$ cat config.mk
export PLATFORM = sky130hd
export DESIGN_NAME = uart_echo_top
export DESIGN_NICKNAME = d
export VERILOG_FILES = /design/src/source/uart_pkg.sv /design/src/source/uart_rx.sv /design/src/source/echo_buffer.sv /design/src/source/uart_tx.sv /design/src/source/uart_echo_top.sv
export SDC_FILE = /design/constraint.sdc
export NUM_CORES = 1
export LEC_CHECK = 0
export BUFFER_PORTS_ARGS = -buffer_cell sky130_fd_sc_hd__buf_4
export CAP_MARGIN = 20
export CORE_AREA = 3 3 100 102
export DETAILED_ROUTE_END_ITERATION = 7
export DIE_AREA = 0 0 103 105
export HOLD_SLACK_MARGIN = 0.05
export PLACE_DENSITY_LB_ADDON = 0.25
export SLEW_MARGIN = 20
export SYNTH_ARGS = -nofsm -noshare
export SYNTH_HDL_FRONTEND = slang
export SYNTH_HIERARCHICAL = 1
export SYNTH_SLANG_ARGS = --single-unit
$ cat constraint.sdc
create_clock -name clk -period 3.8 [get_ports clk]
set_input_delay 0.76 -clock clk [delete_from_list [all_inputs] [get_ports clk]]
set_output_delay 0.76 -clock clk [all_outputs]
set_load 0.05 [all_outputs]
$ cat src/source/uart_pkg.sv
package uart_pkg;

   // one data byte as it travels on the serial line
   typedef logic [7:0] byte_t;

   // receiver output, payload plus stop-bit check result
   typedef struct packed {
      byte_t data;
      logic  frame_err;
   } rx_word_t;

   // transmitter credit count, wide enough for TX_CREDITS
   typedef logic [1:0] credit_t;

   // holding register plus shift register in uart_tx
   localparam int TX_CREDITS = 2;

   typedef enum logic [1:0] {
      RX_IDLE,
      RX_START,
      RX_DATA,
      RX_STOP
   } rx_state_t;

   typedef enum logic [1:0] {
      TX_IDLE,
      TX_START,
      TX_DATA,
      TX_STOP
   } tx_state_t;

endpackage

$ cat src/source/uart_rx.sv
`timescale 1ns/1ps

module uart_rx
   import uart_pkg::*;
#(
   parameter int CLKS_PER_BIT = 8
) (
   input  logic     clk,
   input  logic     rst_n,
   input  logic     rx,
   output rx_word_t rx_word,
   output logic     rx_valid
);

   localparam int CNT_W = $clog2(CLKS_PER_BIT);
   localparam int HALF_BIT = CLKS_PER_BIT / 2;

   logic             rx_meta;
   logic             rx_sync;
   logic             rx_prev;
   rx_state_t        state;
   logic [CNT_W-1:0] clk_cnt;
   logic [2:0]       bit_cnt;
   byte_t            shift_reg;
   logic             bit_end;

   // line idles high, so the synchronizer resets to 1
   always_ff @(posedge clk) begin
      if (!rst_n) begin
         rx_meta <= 1'b1;
         rx_sync <= 1'b1;
         rx_prev <= 1'b1;
      end else begin
         rx_meta <= rx;
         rx_sync <= rx_meta;
         rx_prev <= rx_sync;
      end
   end

   assign bit_end = (clk_cnt == CNT_W'(CLKS_PER_BIT - 1));

   always_ff @(posedge clk) begin
      if (!rst_n) begin
         state    <= RX_IDLE;
         clk_cnt  <= '0;
         bit_cnt  <= '0;
         rx_valid <= 1'b0;
      end else begin
         rx_valid <= 1'b0;
         case (state)
            RX_IDLE: begin
               // edge, not level, so a low stop bit cannot retrigger
               if (rx_prev && !rx_sync) begin
                  state   <= RX_START;
                  clk_cnt <= '0;
               end
            end
            RX_START: begin
               if (clk_cnt == CNT_W'(HALF_BIT - 1)) begin
                  clk_cnt <= '0;
                  bit_cnt <= '0;
                  // glitch shorter than half a bit is ignored
                  state   <= rx_sync ? RX_IDLE : RX_DATA;
               end else begin
                  clk_cnt <= clk_cnt + 1'b1;
               end
            end
            RX_DATA: begin
               if (bit_end) begin
                  clk_cnt <= '0;
                  bit_cnt <= bit_cnt + 1'b1;
                  if (bit_cnt == 3'd7) begin
                     state <= RX_STOP;
                  end
               end else begin
                  clk_cnt <= clk_cnt + 1'b1;
               end
            end
            RX_STOP: begin
               if (bit_end) begin
                  clk_cnt  <= '0;
                  rx_valid <= 1'b1;
                  state    <= RX_IDLE;
               end else begin
                  clk_cnt <= clk_cnt + 1'b1;
               end
            end
            default: state <= RX_IDLE;
         endcase
      end
   end

   // lsb arrives first, shifted in from the top
   always_ff @(posedge clk) begin
      if (state == RX_DATA && bit_end) begin
         shift_reg <= {rx_sync, shift_reg[7:1]};
      end
      if (state == RX_STOP && bit_end) begin
         rx_word.data      <= shift_reg;
         rx_word.frame_err <= !rx_sync;
      end
   end

   a_rx_valid_pulse: assert property (@(posedge clk) disable iff (!rst_n)
      rx_valid |=> !rx_valid);

endmodule

$ cat src/source/echo_buffer.sv
`timescale 1ns/1ps

module echo_buffer
   import uart_pkg::*;
#(
   parameter int FIFO_DEPTH = 4
) (
   input  logic     clk,
   input  logic     rst_n,
   input  rx_word_t rx_word,
   input  logic     rx_valid,
   output byte_t    tx_data,
   output logic     tx_valid,
   input  logic     credit_return,
   output logic     overrun,
   output logic     frame_error
);

   localparam int PTR_W = $clog2(FIFO_DEPTH);

   byte_t            mem [FIFO_DEPTH];
   logic [PTR_W-1:0] wr_ptr;
   logic [PTR_W-1:0] rd_ptr;
   logic [PTR_W:0]   count;
   credit_t          credits;
   logic             full;
   logic             empty;
   logic             push;

   assign full  = (count == (PTR_W + 1)'(FIFO_DEPTH));
   assign empty = (count == '0);

   // only good words that find room are stored
   assign push = rx_valid && !rx_word.frame_err && !full;

   // release the head whenever the transmitter has room
   assign tx_valid = !empty && (credits != '0);
   assign tx_data  = mem[rd_ptr];

   always_ff @(posedge clk) begin
      if (push) begin
         mem[wr_ptr] <= rx_word.data;
      end
   end

   always_ff @(posedge clk) begin
      if (!rst_n) begin
         wr_ptr <= '0;
         rd_ptr <= '0;
         count  <= '0;
      end else begin
         if (push) begin
            wr_ptr <= wr_ptr + 1'b1;
         end
         if (tx_valid) begin
            rd_ptr <= rd_ptr + 1'b1;
         end
         if (push && !tx_valid) begin
            count <= count + 1'b1;
         end else if (!push && tx_valid) begin
            count <= count - 1'b1;
         end
      end
   end

   // use and return in the same cycle cancel out
   always_ff @(posedge clk) begin
      if (!rst_n) begin
         credits <= credit_t'(TX_CREDITS);
      end else if (tx_valid && !credit_return) begin
         credits <= credits - 1'b1;
      end else if (!tx_valid && credit_return) begin
         credits <= credits + 1'b1;
      end
   end

   // sticky until reset
   always_ff @(posedge clk) begin
      if (!rst_n) begin
         overrun     <= 1'b0;
         frame_error <= 1'b0;
      end else if (rx_valid) begin
         if (rx_word.frame_err) begin
            frame_error <= 1'b1;
         end else if (full) begin
            overrun <= 1'b1;
         end
      end
   end

   a_credit_max: assert property (@(posedge clk) disable iff (!rst_n)
      credits <= credit_t'(TX_CREDITS));

endmodule

$ cat src/source/uart_tx.sv
`timescale 1ns/1ps

module uart_tx
   import uart_pkg::*;
#(
   parameter int CLKS_PER_BIT = 8,
   parameter int TX_STOP_BITS = 1
) (
   input  logic  clk,
   input  logic  rst_n,
   input  byte_t tx_data,
   input  logic  tx_valid,
   output logic  tx,
   output logic  credit_return
);

   localparam int CNT_W = $clog2(CLKS_PER_BIT);

   tx_state_t        state;
   logic [CNT_W-1:0] clk_cnt;
   logic [2:0]       bit_cnt;
   logic             stop_idx;
   byte_t            shift_reg;
   byte_t            hold_reg;
   logic             hold_full;
   logic             bit_end;
   logic             frame_done;

   assign bit_end    = (clk_cnt == CNT_W'(CLKS_PER_BIT - 1));
   assign frame_done = (state == TX_STOP) && bit_end && (stop_idx == 1'(TX_STOP_BITS - 1));

   // frees the shift register, hold byte moves in on the same edge
   assign credit_return = frame_done;

   always_comb begin
      case (state)
         TX_START: tx = 1'b0;
         TX_DATA:  tx = shift_reg[0];
         default:  tx = 1'b1;
      endcase
   end

   always_ff @(posedge clk) begin
      if (!rst_n) begin
         state     <= TX_IDLE;
         clk_cnt   <= '0;
         bit_cnt   <= '0;
         stop_idx  <= 1'b0;
         hold_full <= 1'b0;
      end else begin
         if (state == TX_IDLE || frame_done) begin
            clk_cnt  <= '0;
            bit_cnt  <= '0;
            stop_idx <= 1'b0;
            if (hold_full) begin
               shift_reg <= hold_reg;
               hold_full <= 1'b0;
               state     <= TX_START;
            end else if (tx_valid) begin
               shift_reg <= tx_data;
               state     <= TX_START;
            end else begin
               state <= TX_IDLE;
            end
         end else begin
            // byte arriving mid-frame waits in the holding register
            if (tx_valid) begin
               hold_reg  <= tx_data;
               hold_full <= 1'b1;
            end
            clk_cnt <= bit_end ? '0 : clk_cnt + 1'b1;
            if (bit_end) begin
               case (state)
                  TX_START: state <= TX_DATA;
                  TX_DATA: begin
                     shift_reg <= shift_reg >> 1;
                     bit_cnt   <= bit_cnt + 1'b1;
                     if (bit_cnt == 3'd7) begin
                        state <= TX_STOP;
                     end
                  end
                  default: stop_idx <= stop_idx + 1'b1;
               endcase
            end
         end
      end
   end

   a_hold_free: assert property (@(posedge clk) disable iff (!rst_n)
      tx_valid |-> !hold_full);

endmodule

$ cat src/source/uart_echo_top.sv
`timescale 1ns/1ps

module uart_echo_top
   import uart_pkg::*;
#(
   parameter int CLKS_PER_BIT = 8,
   parameter int TX_STOP_BITS = 1,
   parameter int FIFO_DEPTH   = 4
) (
   input  logic clk,
   input  logic rst_n,
   input  logic rx,
   output logic tx,
   output logic overrun,
   output logic frame_error
);

   rx_word_t rx_word;
   logic     rx_valid;
   byte_t    tx_data;
   logic     tx_valid;
   logic     credit_return;

   uart_rx #(
      .CLKS_PER_BIT(CLKS_PER_BIT)
   ) u_rx (
      .clk     (clk),
      .rst_n   (rst_n),
      .rx      (rx),
      .rx_word (rx_word),
      .rx_valid(rx_valid)
   );

   echo_buffer #(
      .FIFO_DEPTH(FIFO_DEPTH)
   ) u_buffer (
      .clk          (clk),
      .rst_n        (rst_n),
      .rx_word      (rx_word),
      .rx_valid     (rx_valid),
      .tx_data      (tx_data),
      .tx_valid     (tx_valid),
      .credit_return(credit_return),
      .overrun      (overrun),
      .frame_error  (frame_error)
   );

   uart_tx #(
      .CLKS_PER_BIT(CLKS_PER_BIT),
      .TX_STOP_BITS(TX_STOP_BITS)
   ) u_tx (
      .clk          (clk),
      .rst_n        (rst_n),
      .tx_data      (tx_data),
      .tx_valid     (tx_valid),
      .tx           (tx),
      .credit_return(credit_return)
   );

endmodule

Word level (Yosys, flattened, before mapping) --
Memories as Yosys holds them, arrays and structs flattened. A register that Yosys moved wholly into a read port is not among the register bits. Cells that the tools add are included.
Cells by class: add/sub/neg operators 11, equal/unequal tests 19, bitwise operators 5, muxes and demuxes 35, reduce and logical (&&, ||, !) cells 44
Operator list (number):
- $mux W8 | 5
- $mux W2 | 14
- $mux W3 | 7
- $add A3 B1 Y3 const B | 5
- $eq A3 B3 Y1 const B | 5
- $logic_and A1 B1 Y1 | 12
- $reduce_and A3 Y1 | 4
- $reduce_bool A2 Y1 | 6
- $ne A2 B1 Y1 const B | 5
- $pmux W3 S3 | 1
- $eq A2 B2 Y1 const B | 4
- $pmux W2 S4 | 1
- $reduce_and A2 Y1 | 4
- $logic_not A1 Y1 | 7
- $add A2 B1 Y2 const B | 3
- $pmux W3 S2 | 1
- $reduce_or A2 Y1 | 3
- $not A1 Y1 | 5
- $reduce_and A5 Y1 | 1
- $eq A2 B1 Y1 const B | 2
- $logic_not A2 Y1 | 2
- $mux W1 | 4
- $pmux W2 S2 | 1
- $reduce_and A4 Y1 | 1
- 11 further kinds | 11
Word-level totals: flip-flop bits (word level) 66, bits of input ports 3, memories 1, output and inout port bits 3, memory bits (writable) 32
Memories:
- u_buffer.mem | depth 4, width 8, rd ports 1, clocked after Yosys merged registers in 1, write ports 1, line echo_buffer.sv:21 | byte_t mem [FIFO_DEPTH];

Longest topological paths before layout --
Gate-level depths: netlist of the first run.
word-level depth 7, depth in mapped cells 9, mapped depth without buffers 9

By module --
Netlist of the first run, hierarchy kept.
By module, submodules not included:
- echo_buffer | cells each 106, area each 1804.2 µm², times used 1
- uart_tx | cells each 97, area each 1208.7 µm², times used 1
- uart_rx | cells each 82, area each 1127.3 µm², times used 1

Worst setup path after synthesis of the first run --
Ideal clock, no wire load.
path type register to output, from register u_tx.state[0], to output tx, stages on the path, launching flop included 4, data arrival time 1.795 ns, slack 1.245 ns, cells stage by stage dfxtp_1 > inv_1 > ha_1 > o21ai_0
Between the ends: cells in the longest elaborated chain, start to end 2
RTL lines:
- from (decl) | line uart_tx.sv:19 | tx_state_t state;
- from (signal assigned) | line uart_tx.sv:45 | state <= TX_IDLE;
- from (signal assigned) | line uart_tx.sv:58 | state <= TX_START;
- from (signal assigned) | line uart_tx.sv:61 | state <= TX_START;
- $eq A2 B2 Y1 or $eq A2 B1 Y1 (tied branches) | line uart_tx.sv:36 | case (state)
- $pmux W1 S2 * | line uart_tx.sv:36
- to (decl) | line uart_echo_top.sv:13 | output logic tx,
Mark *: on every way between the ends. The rest lies on a longest branch, timed or not.

Worst setup path after layout of the first run --
from register u_tx.clk_cnt[0], to register u_tx.hold_reg[2] (enable)
Between the ends: cells in the longest elaborated chain, start to end 6
RTL lines:
- from (decl) | line uart_tx.sv:20 | logic [CNT_W-1:0] clk_cnt;
- from (signal assigned) | line uart_tx.sv:71 | clk_cnt <= bit_end ? '0 : clk_cnt + 1'b1;
- $eq A3 B3 Y1 | line uart_tx.sv:29 | assign bit_end = (clk_cnt == CNT_W'(CLKS_PER_BIT - 1));
- $logic_and A1 B1 Y1 (2 in a row) | line uart_tx.sv:30 | assign frame_done = (state == TX_STOP) && bit_end && (stop_idx == 1'(TX_STOP_BITS - 1));
- via credit_return | line uart_echo_top.sv:22 | logic credit_return;
- $logic_or A1 B1 Y1 | line uart_tx.sv:51 | if (state == TX_IDLE || frame_done) begin
- $not A1 Y1 (no source line)
- $reduce_and A3 Y1 (no source line)
- to (signal assigned) | line uart_tx.sv:68 | hold_reg <= tx_data;
- to (decl) | line uart_tx.sv:24 | byte_t hold_reg;
The timed path passes the listed nets, and every way through them passes these cells. A chain may end at the register's enable or synchronous reset.

==> out/results.tsv, run 1 <==
metric	value	unit
status	completed	
mean post-synth cell area	14.5	um^2
Fin Setup TNS	0	ps
largest net degree at the start of global routing	29	
placed cell area	4240	um^2
post-cts gate resize count	0	
Design Area, Final	4430	um^2
Slew Limit Fails	0	
post-synthesis async set-or-reset flop share	0	%
most frequent cells in the layout	edfxtp_1 (65), dfxtp_1 (35), ha_1 (21)	
power density over the cells	574	nW/um^2
Filler Cell Count	809	
CP required	3810	ps
Rows	35	
Core ar.	9200	um^2
multi-input logic area	1350	um^2
Hold Crit Class	reg -> reg	
remaining global-route overflow	0	
endpoints failing setup	0	
initial antenna violation count	0	
vias after detailed routing	2076	
crit end category	flip-flop	
EDFF count, synth	65	
worst-margin pin slew	777	ps
Synth Cell Area	4140	um^2
IO Port Bufs	5	
Worst Hold Path EP	u_rx/rx_sync	
Top reg by flops	u_buffer/mem	
critical path startpoint category	flip-flop	
Peak Freq	423	MHz
GRT Total Usage	11.7	%
width of the die	103	um
Crit Reg-Reg Endpoint	u_tx/hold_reg[2]	
clk_lat worst skew	350	ps
Area growth, synth to finish	6.98	%
Hold Fails Final Rpt	0	
critical path class	reg -> reg	
cts hold-fix bufs	0	
drt via density	5.10	
Syn Nets	310	
Crit path max-delay family	simple AND/OR/NAND/NOR gates	
initial detailed-routing violation count	63	
residual DRC count	0	
crit path buf inv count	1	
Mapped Cells	285	
DRT antenna net count	0	
post-synthesis sequential area ratio	64.1	%
clock sinks	100	
clock root buffer	clkbuf_8	
DR WL/cell	14.2	um
ANT cells	0	
Synth Register Bits	100	
Synth Flop Type	edfxtp_1	
1st-pass router iterations	4	
relative slew slack	48.0	%
startpoint of the worst hold path	u_rx/rx_meta	
most common cell after layout, fill and taps aside	edfxtp_1	
FF-to-FF Start	u_tx/clk_cnt[0]	
reg-to-reg slack, setup	1440	ps
worst path cell trace	ha_1 > ha_1 > nand3b_4 > inv_1 > nor2_1 > and3_1	
post-synthesis cell type count	52	
critical path peak fanout	11	
clock-pin slew on the worst setup and hold paths	90	ps
Leakage	1.56	nW
die height	105	um
register area	2650	um^2
overall power	2.54	mW
layout cell share with drive strength beyond 1	13.9	%
CTS Buf Count	9	
Max Buffers Root-to-Sink	2	
VDD IR-drop max	0.000235	V
skew final	12.3	ps
WHS Path Cells	1	
Final min period	2360	ps
max cap viols	0	
total wire length	5770	um
CP arrival	2380	ps
die area	10800	um^2
dpl hpwl	3930	um
Reg2Reg Depth	6	
Place WS	1450	ps
post-CTS setup buffers	0	
initial core utilization	45.0	%
final layout net count	316	
CTS tree	done	
Setup WS post-layout	1440	ps
fin crit share	62.2	%
synth warn	6	
unrepaired setup endpoints after global routing	false	
Top cell by count, worst path	ha_1	
global placement routability congestion	0.743	
first-pass GRT wire length	9700	um
total I/O pin count	6	
# H-tree levels	3	
max reg flops	32	
slowest stage delay, CP	460	ps
Largest regs	u_buffer/mem (32), u_rx/rx_word (9)	
vias in the first global route	2084	
slowest CP cell	and3_1	
-- cells in the mapped netlist, types with 2 or more instances --
library cell  instances  area, um^2
buf_6                 4        45.0
buf_4                 2        15.0
nand2b_1              3        18.8
nand3_1              13        65.1
xor2_1                2        17.5
ha_1                 21         263
nor2_1               10        37.5
nor2b_1               3        18.8
o221ai_1              2        17.5
edfxtp_1             65        1950
nor3_1                4        20.0
o21a_1                3        22.5
nor3b_1               3        22.5
mux4_2                8         180
inv_1                12        45.0
o21ai_0              10        50.1
dfxtp_1              35         701
or3_1                 2        12.5
nand2_1              14        52.6
a21oi_2               2        17.5
mux2i_1              12         120
a21oi_1              11        55.1
and2_1                9        56.3
xnor2_1               5        43.8
inv_2                 2        7.51
buf_2                 2        10.0
-- power breakdown --
group | total, mW | internal (mW) | switching [mW]
clock | 0.649 | 0.306 | 0.344
sequential | 1.38 | 1.28 | 0.102
combinational | 0.512 | 0.260 | 0.252
-- layout make-up --
class / count / share of cell area [%]
flip-flops and latches: 100 / 59.9
inverters: 15 / 1.27
clock inverters: 6 / 1.41
repair buffers: 5 / 0.847
well taps: 111 / 3.14
multi-input cells: 160 / 30.6
clock buffers: 10 / 2.88
-- worst reg2reg max path: cells and delay by family, from the launching register on --
family                   cells  cell delay, ps
buffers and inverters        1              70
AND/OR/NAND/NOR              3            1120
adder cells (fa/ha/maj)      2             520
flip-flops                   1             330
-- kinds of logic after synthesis --
family	share of synthesized area, %
flip-flops	64.1
adder cells (fa/ha/maj)	6.83
multiplexers	7.62
AO/OA/AOI/OAI	6.92
AND/OR/NAND/NOR	9.85
XOR/XNOR	1.48
buffers and inverters	3.23
-- layer usage --
layer  up-vias  wire length [um]  track usage, %
met5         -                 0               0
met4         0                76            3.33
met3         6               191            5.41
met2        16              2850            18.1
met1      1002              2660            14.7
li1       1052                 -               -
-- per-stage QoR --
step	util [%]	std cells	hold slack (ps)
2_1_floorplan	-	285	386
3_3_place_gp	46.1	391	405
3_5_place_dp	46.1	391	399
4_1_cts	48.2	407	426
5_1_grt	48.2	407	452
6_report	48.2	407	418
-- worst max path at each step --
stage	from	end	slack, ps	cells after the start
finish	u_tx/clk_cnt[0]	u_tx/hold_reg[2]	1440	6
global route	u_tx/clk_cnt[0]	u_tx/hold_reg[2]	1230	6
CTS	u_tx/clk_cnt[0]	u_tx/hold_reg[2]	1410	6
detailed placement	u_tx/clk_cnt[0]	u_tx/hold_reg[4]	1450	6
global placement	u_tx/clk_cnt[0]	u_tx/hold_reg[4]	1560	6
floorplan	u_tx/state[0]	tx	1250	3
Note: power is estimated with default switching activity, not from simulation.
==> run 2, diff against run 1 <==
- ABC_AREA: default -> 1
- CORE_AREA: 3 3 100 102 -> 3 3 101 103
- DIE_AREA: 0 0 103 105 -> 0 0 104 106
- clock period: 3.8 -> 2.2 ns (I/O delays scaled with it)
==> out/results.tsv, run 2 <==
metric	value	unit	change
DRT antenna net count	0		unchanged
clock root buffer	clkbuf_8		
endpoints failing setup	0		unchanged
clock sinks	100		unchanged
FF-to-FF Start	u_buffer/count[0]		
dpl hpwl	4400	um	+12%
Leakage	1.80	nW	+15%
Synth Cell Area	4230	um^2	+2.2%
remaining global-route overflow	0		unchanged
unrepaired setup endpoints after global routing	false		
most frequent cells in the layout	edfxtp_1 (65), nor2_1 (52), inv_1 (50), nand2_1 (50), dfxtp_1 (35)		
residual DRC count	0		unchanged
Filler Cell Count	852		+5.3%
startpoint of the worst hold path	rx		
slowest CP cell	dfxtp_1		
crit end category	flip-flop		
ANT cells	0		unchanged
clk_lat worst skew	360	ps	about the same
IO Port Bufs	5		unchanged
Fin Setup TNS	0	ps	unchanged
share of the synthesized area in the top cell type	46.1	%	-1.0 points
critical path class	reg -> reg		
synth cell count leaders	edfxtp_1 (65), nor2_1 (52), inv_1 (50), nand2_1 (50), dfxtp_1 (35)		
worst hold slack	260	ps	-158 ps
grt peak-use layer	met2		
Area growth, synth to finish	10.3	%	
post-synthesis cell type count	33		-37%
Mapped Cells	391		+37%
vias after detailed routing	2545		+23%
total I/O pin count	6		unchanged
post-synthesis sequential area ratio	62.7	%	-1.4 points
CP required	2460	ps	-1350 ps
max cap viols	0		unchanged
critical path peak fanout	5		-6
skew final	11.7	ps	-0.624 ps
Rows	35		unchanged
post-CTS setup buffers	0		unchanged
initial antenna violation count	0		unchanged
mean post-synth cell area	10.8	um^2	-26%
Final min period	1930	ps	-434 ps
Core ar.	9280	um^2	+0.95%
Syn Nets	416		+34%
Setup WS post-layout	270	ps	-1170 ps
CTS tree	done		
power density over the cells	1030	nW/um^2	+80%
CTS Buf Count	9		unchanged
placed cell count	527		+35%
Place WS	283	ps	-1160 ps
width of the die	104	um	+0.97%
worst-margin pin slew	432	ps	-345 ps
die height	106	um	+0.95%
synth top area cells	edfxtp_1 (46%), dfxtp_1 (17%), ha_1 (6.2%)		
worst path cell trace	inv_1 > nand3_1 > nand2_1 > inv_1 > ha_1 > inv_1 > fa_1 > inv_1 > nand2_1 > nand3_1 > nand2_1 > inv_1 > nor2_1		
largest net degree at the start of global routing	19		-34%
met1 usage	14.2	%	-0.54 points
Synth Flop Type	edfxtp_1		
Peak Freq	518	MHz	+22%
synth warn	6		unchanged
die area	11000	um^2	+1.9%
Largest regs	u_buffer/mem (32), u_rx/rx_word (9)		
Cell Count, Final, Fillers Out	543		+33%
clock-pin slew on the worst setup and hold paths	90	ps	about the same
most common cell after layout, fill and taps aside	edfxtp_1		
GRT Total Usage	12.4	%	+0.65 points
critical path startpoint category	flip-flop		
post-cts gate resize count	0		unchanged
Max Buffers Root-to-Sink	2		unchanged
dominant cell type by area after synthesis	edfxtp_1		
Hold Fails Final Rpt	0		unchanged
post-synthesis async set-or-reset flop share	0	%	unchanged
total wire length	6290	um	+9.0%
reg-to-reg slack, setup	270	ps	-1170 ps
vias in the first global route	2472		+19%
drt via density	4.69		-8.1%
relative slew slack	71.1	%	+23 points
fin crit share	87.7	%	+26 points
# H-tree levels	3		unchanged
first-pass GRT wire length	11000	um	+14%
Slew Limit Fails	0		unchanged
cts hold-fix bufs	0		unchanged
Synth Register Bits	100		unchanged
status	completed		
initial core utilization	45.6	%	+0.56 points
Top cell by count, worst path	inv_1		
final layout net count	434		+37%
layout cell share with drive strength beyond 1	13.0	%	-0.81 points
Top reg by flops	u_buffer/mem		
top-count cell post-synth	edfxtp_1		
met2 track demand over resource	22.2	%	+4.1 points
1st-pass router iterations	4		unchanged
post-layout util	50.3	%	+2.1 points
CP startpoint	u_buffer/count[0]		
Hold Crit Class	in -> reg		
initial detailed-routing violation count	78		+24%
DR WL/cell	11.6	um	-18%
CP arrival	2190	ps	-190 ps
EDFF count, synth	65		unchanged
global placement routability congestion	0.752		+1.1%
slowest stage delay, CP	400	ps	-60 ps
GRT met3 Usage	3.46	%	-1.9 points
max reg flops	32		unchanged
VDD IR-drop max	0.000426	V	+81%
run 2: cell types whose count changed after synthesis, moves of 8 or more:
cell / delta
nor2_1: +42
inv_1: +38
mux4_2: -8
o22ai_1: +8
o21ai_0: +16
o21ai_1: +10
mux2i_1: -12
nand2_1: +36
and2_1: -8
run 2: worst paths after layout:
check | depth (start not counted) | endpoint
worst max-delay path | 13 | u_buffer/count[2]
worst min-delay path | 2 | u_rx/rx_meta
worst max register to register | 13 | u_buffer/count[2]
worst min register to register | 1 | u_rx/rx_sync
run 2: power by group:
part / internal (mW) / switching, mW / leakage, nW
Combinational: 0.398 / 0.734 / 0.807
Clock: 0.659 / 0.638 / 0.115
Sequential: 2.26 / 0.123 / 0.874
run 2: cell families after synthesis:
| kind of cell | after synthesis | synth area share [%] |
|---|---|---|
| AO/OA/AOI/OAI | 64 | 8.31 |
| XOR/XNOR | 2 | 0.414 |
| adder cells (fa/ha/maj) | 22 | 6.68 |
| buffers and inverters | 63 | 6.62 |
| flip-flops | 100 | 62.7 |
| multiplexers | 1 | 0.266 |
| AND/OR/NAND/NOR | 139 | 15.0 |
run 2: worst max-delay path, delay by kind of cell (launching register included):
| kind | cells | cell delay, ps |
|---|---|---|
| adder cells (fa/ha/maj) | 2 | 540 |
| AND/OR/NAND/NOR | 6 | 520 |
| flip-flops | 1 | 400 |
| buffers and inverters | 5 | 370 |
run 2: final cells by class:
class / count / area [um^2] / area share, %
well taps: 129 / 161 / 3.46
clock buffers: 9 / 124 / 2.65
multi-input cells: 228 / 1300 / 27.8
inverters: 56 / 220 / 4.72
repair buffers: 14 / 105 / 2.25
flip-flops and latches: 100 / 2650 / 56.9
clock inverters: 7 / 104 / 2.23
run 2: stage by stage:
step	cell area, um^2	power [mW]
floorplan	4230	3.33
global placement	4440	3.53
detailed placement	4440	3.57
CTS	4670	4.88
global route	4670	5.16
finish	4670	4.81
run 2: layer usage:
metal	share of wire [%]	wire length [um]
met1	46	2910
met2	51	3230
met3	2.2	140
met4	0.16	10
met5	0	0
==> run 3, diff against run 2 <==
- RECOVER_POWER: default -> 25
==> out/results.tsv, run 3 (synthesized netlist as in run 2, its figures left out) <==
metric	value	unit	change
vias after detailed routing	2547		+0.079%
Area growth, synth to finish	10.2	%	about the same
Rows	35		unchanged
max reg flops	32		unchanged
total wire length	6280	um	-0.16%
unrepaired setup endpoints after global routing	false		
crit path buf inv count	5		unchanged
clock-pin slew on the worst setup and hold paths	90	ps	about the same
relative slew slack	59.7	%	-11 points
Fin Setup TNS	0	ps	unchanged
grt peak-use layer	met2		
Crit Reg-Reg Endpoint	u_buffer/count[2]		
overall power	4.81	mW	about the same
Filler Cell Count	854		+0.23%
Slew Limit Fails	0		unchanged
max cap viols	0		unchanged
worst path cell trace	inv_1 > nand3_1 > nand2_1 > inv_1 > ha_1 > inv_1 > fa_1 > inv_1 > nand2_1 > nand3_1 > nand2_1 > inv_1 > nor2_1		
IO Port Bufs	5		unchanged
die height	106	um	unchanged
width of the die	104	um	unchanged
Place WS	283	ps	unchanged
status	completed		
clk_lat worst skew	360	ps	about the same
critical path startpoint category	flip-flop		
first-pass GRT wire length	11000	um	unchanged
dpl hpwl	4400	um	unchanged
GRT met3 Usage	3.46	%	unchanged
WHS Path Cells	2		unchanged
Final min period	1930	ps	+1.23 ps
GRT Total Usage	12.4	%	unchanged
fin crit share	87.8	%	about the same
residual DRC count	0		unchanged
Largest regs	u_buffer/mem (32), u_rx/rx_word (9)		
drt via density	4.69		about the same
clock root buffer	clkbuf_8		
placed cell area	4440	um^2	unchanged
die area	11000	um^2	unchanged
crit end category	flip-flop		
most common cell after layout, fill and taps aside	edfxtp_1		
1st-pass router iterations	4		unchanged
Setup WS post-layout	268	ps	-1.22 ps
post-cts gate resize count	0		unchanged
ANT cells	0		unchanged
CTS tree	done		
VDD IR-drop max	0.000426	V	about the same
initial detailed-routing violation count	79		+1.3%
power density over the cells	1030	nW/um^2	about the same
met1 usage	14.2	%	unchanged
initial core utilization	45.6	%	unchanged
worst-margin pin slew	604	ps	+172 ps
most frequent cells in the layout	edfxtp_1 (65), nor2_1 (52), inv_1 (51)		
total I/O pin count	6		unchanged
Core ar.	9280	um^2	unchanged
critical path class	reg -> reg		
clock sinks	100		unchanged
largest net degree at the start of global routing	19		unchanged
# H-tree levels	3		unchanged
cts hold-fix bufs	0		unchanged
CP arrival	2190	ps	about the same
critical path peak fanout	5		unchanged
post-CTS setup buffers	0		unchanged
Worst Hold Path EP	u_rx/rx_meta		
startpoint of the worst hold path	rx		
CTS Buf Count	9		unchanged
Reg2Reg Depth	13		unchanged
Hold Crit Class	in -> reg		
Crit path max-delay family	adder cells		
reg-to-reg slack, setup	270	ps	about the same
slowest stage delay, CP	400	ps	about the same
endpoints failing setup	0		unchanged
met2 track demand over resource	22.2	%	unchanged
DR WL/cell	11.6	um	-0.16%
vias in the first global route	2472		unchanged
Max Buffers Root-to-Sink	2		unchanged
final layout net count	434		unchanged
Top cell by count, worst path	inv_1		
worst hold slack	262	ps	+2.27 ps
skew final	11.5	ps	-0.162 ps
DRT antenna net count	0		unchanged
multi-input logic area	1300	um^2	unchanged
Design Area, Final	4660	um^2	about the same
remaining global-route overflow	0		unchanged
CP required	2450	ps	about the same
FF-to-FF Start	u_buffer/count[0]		
Peak Freq	518	MHz	about the same
slowest CP cell	dfxtp_1		
Leakage	1.79	nW	-0.14%
initial antenna violation count	0		unchanged
global placement routability congestion	0.752		unchanged
register area	2650	um^2	unchanged
Hold Fails Final Rpt	0		unchanged
Top reg by flops	u_buffer/mem		
layout cell share with drive strength beyond 1	12.6	%	-0.48 points
-- run 3: cell types whose count changed in the layout (fill, tap and decap cells not counted), sizes merged --
cell | before | now
buf | 14 | 13
clkbuf | 9 | 10
-- run 3: how the worst max path moves through the flow --
| stage | slack [ps] | start | cells after the start | endpoint |
|---|---|---|---|---|
| floorplan | 280 | u_rx/clk_cnt[0] | 4 | u_rx/rx_word[0] |
| detailed placement | 280 | u_buffer/count[0] | 13 | u_buffer/count[2] |
| global route | 60 | u_buffer/count[0] | 13 | u_buffer/count[2] |
| global placement | 380 | u_buffer/count[0] | 13 | u_buffer/count[2] |
| finish | 270 | u_buffer/count[0] | 13 | u_buffer/count[2] |
| CTS | 240 | u_tx/state[0] | 4 | tx |
-- run 3: metrics by stage --
stage               instances  utilization (%)
floorplan                 391                -
global placement          527             47.8
detailed placement        527             47.8
CTS                       543             50.3
global route              543             50.2
finish                    543             50.2
-- run 3: layout make-up --
cell class | count | share of cell area (%)
sequential | 100 | 56.9
multi-input combinational | 228 | 27.9
inverter | 56 | 4.72
tap | 129 | 3.46
clock buffer | 9 | 2.66
clock inverter | 7 | 2.23
timing repair buffer | 14 | 2.17
-- run 3: routing by layer --
metal / share of wire (%) / wire length (um) / vias to the layer above
li1: - / - / 1348
met1: 46 / 2900 / 1183
met2: 51 / 3210 / 14
met3: 2.3 / 147 / 2
met4: 0.37 / 23 / 0
met5: 0 / 0 / -
-- run 3: report_power, final --
part / leakage [nW] / internal (mW) / total (mW) / switching (mW)
clock network: 0.115 / 0.659 / 1.29 / 0.636
registers: 0.874 / 2.26 / 2.38 / 0.123
logic: 0.804 / 0.397 / 1.13 / 0.732
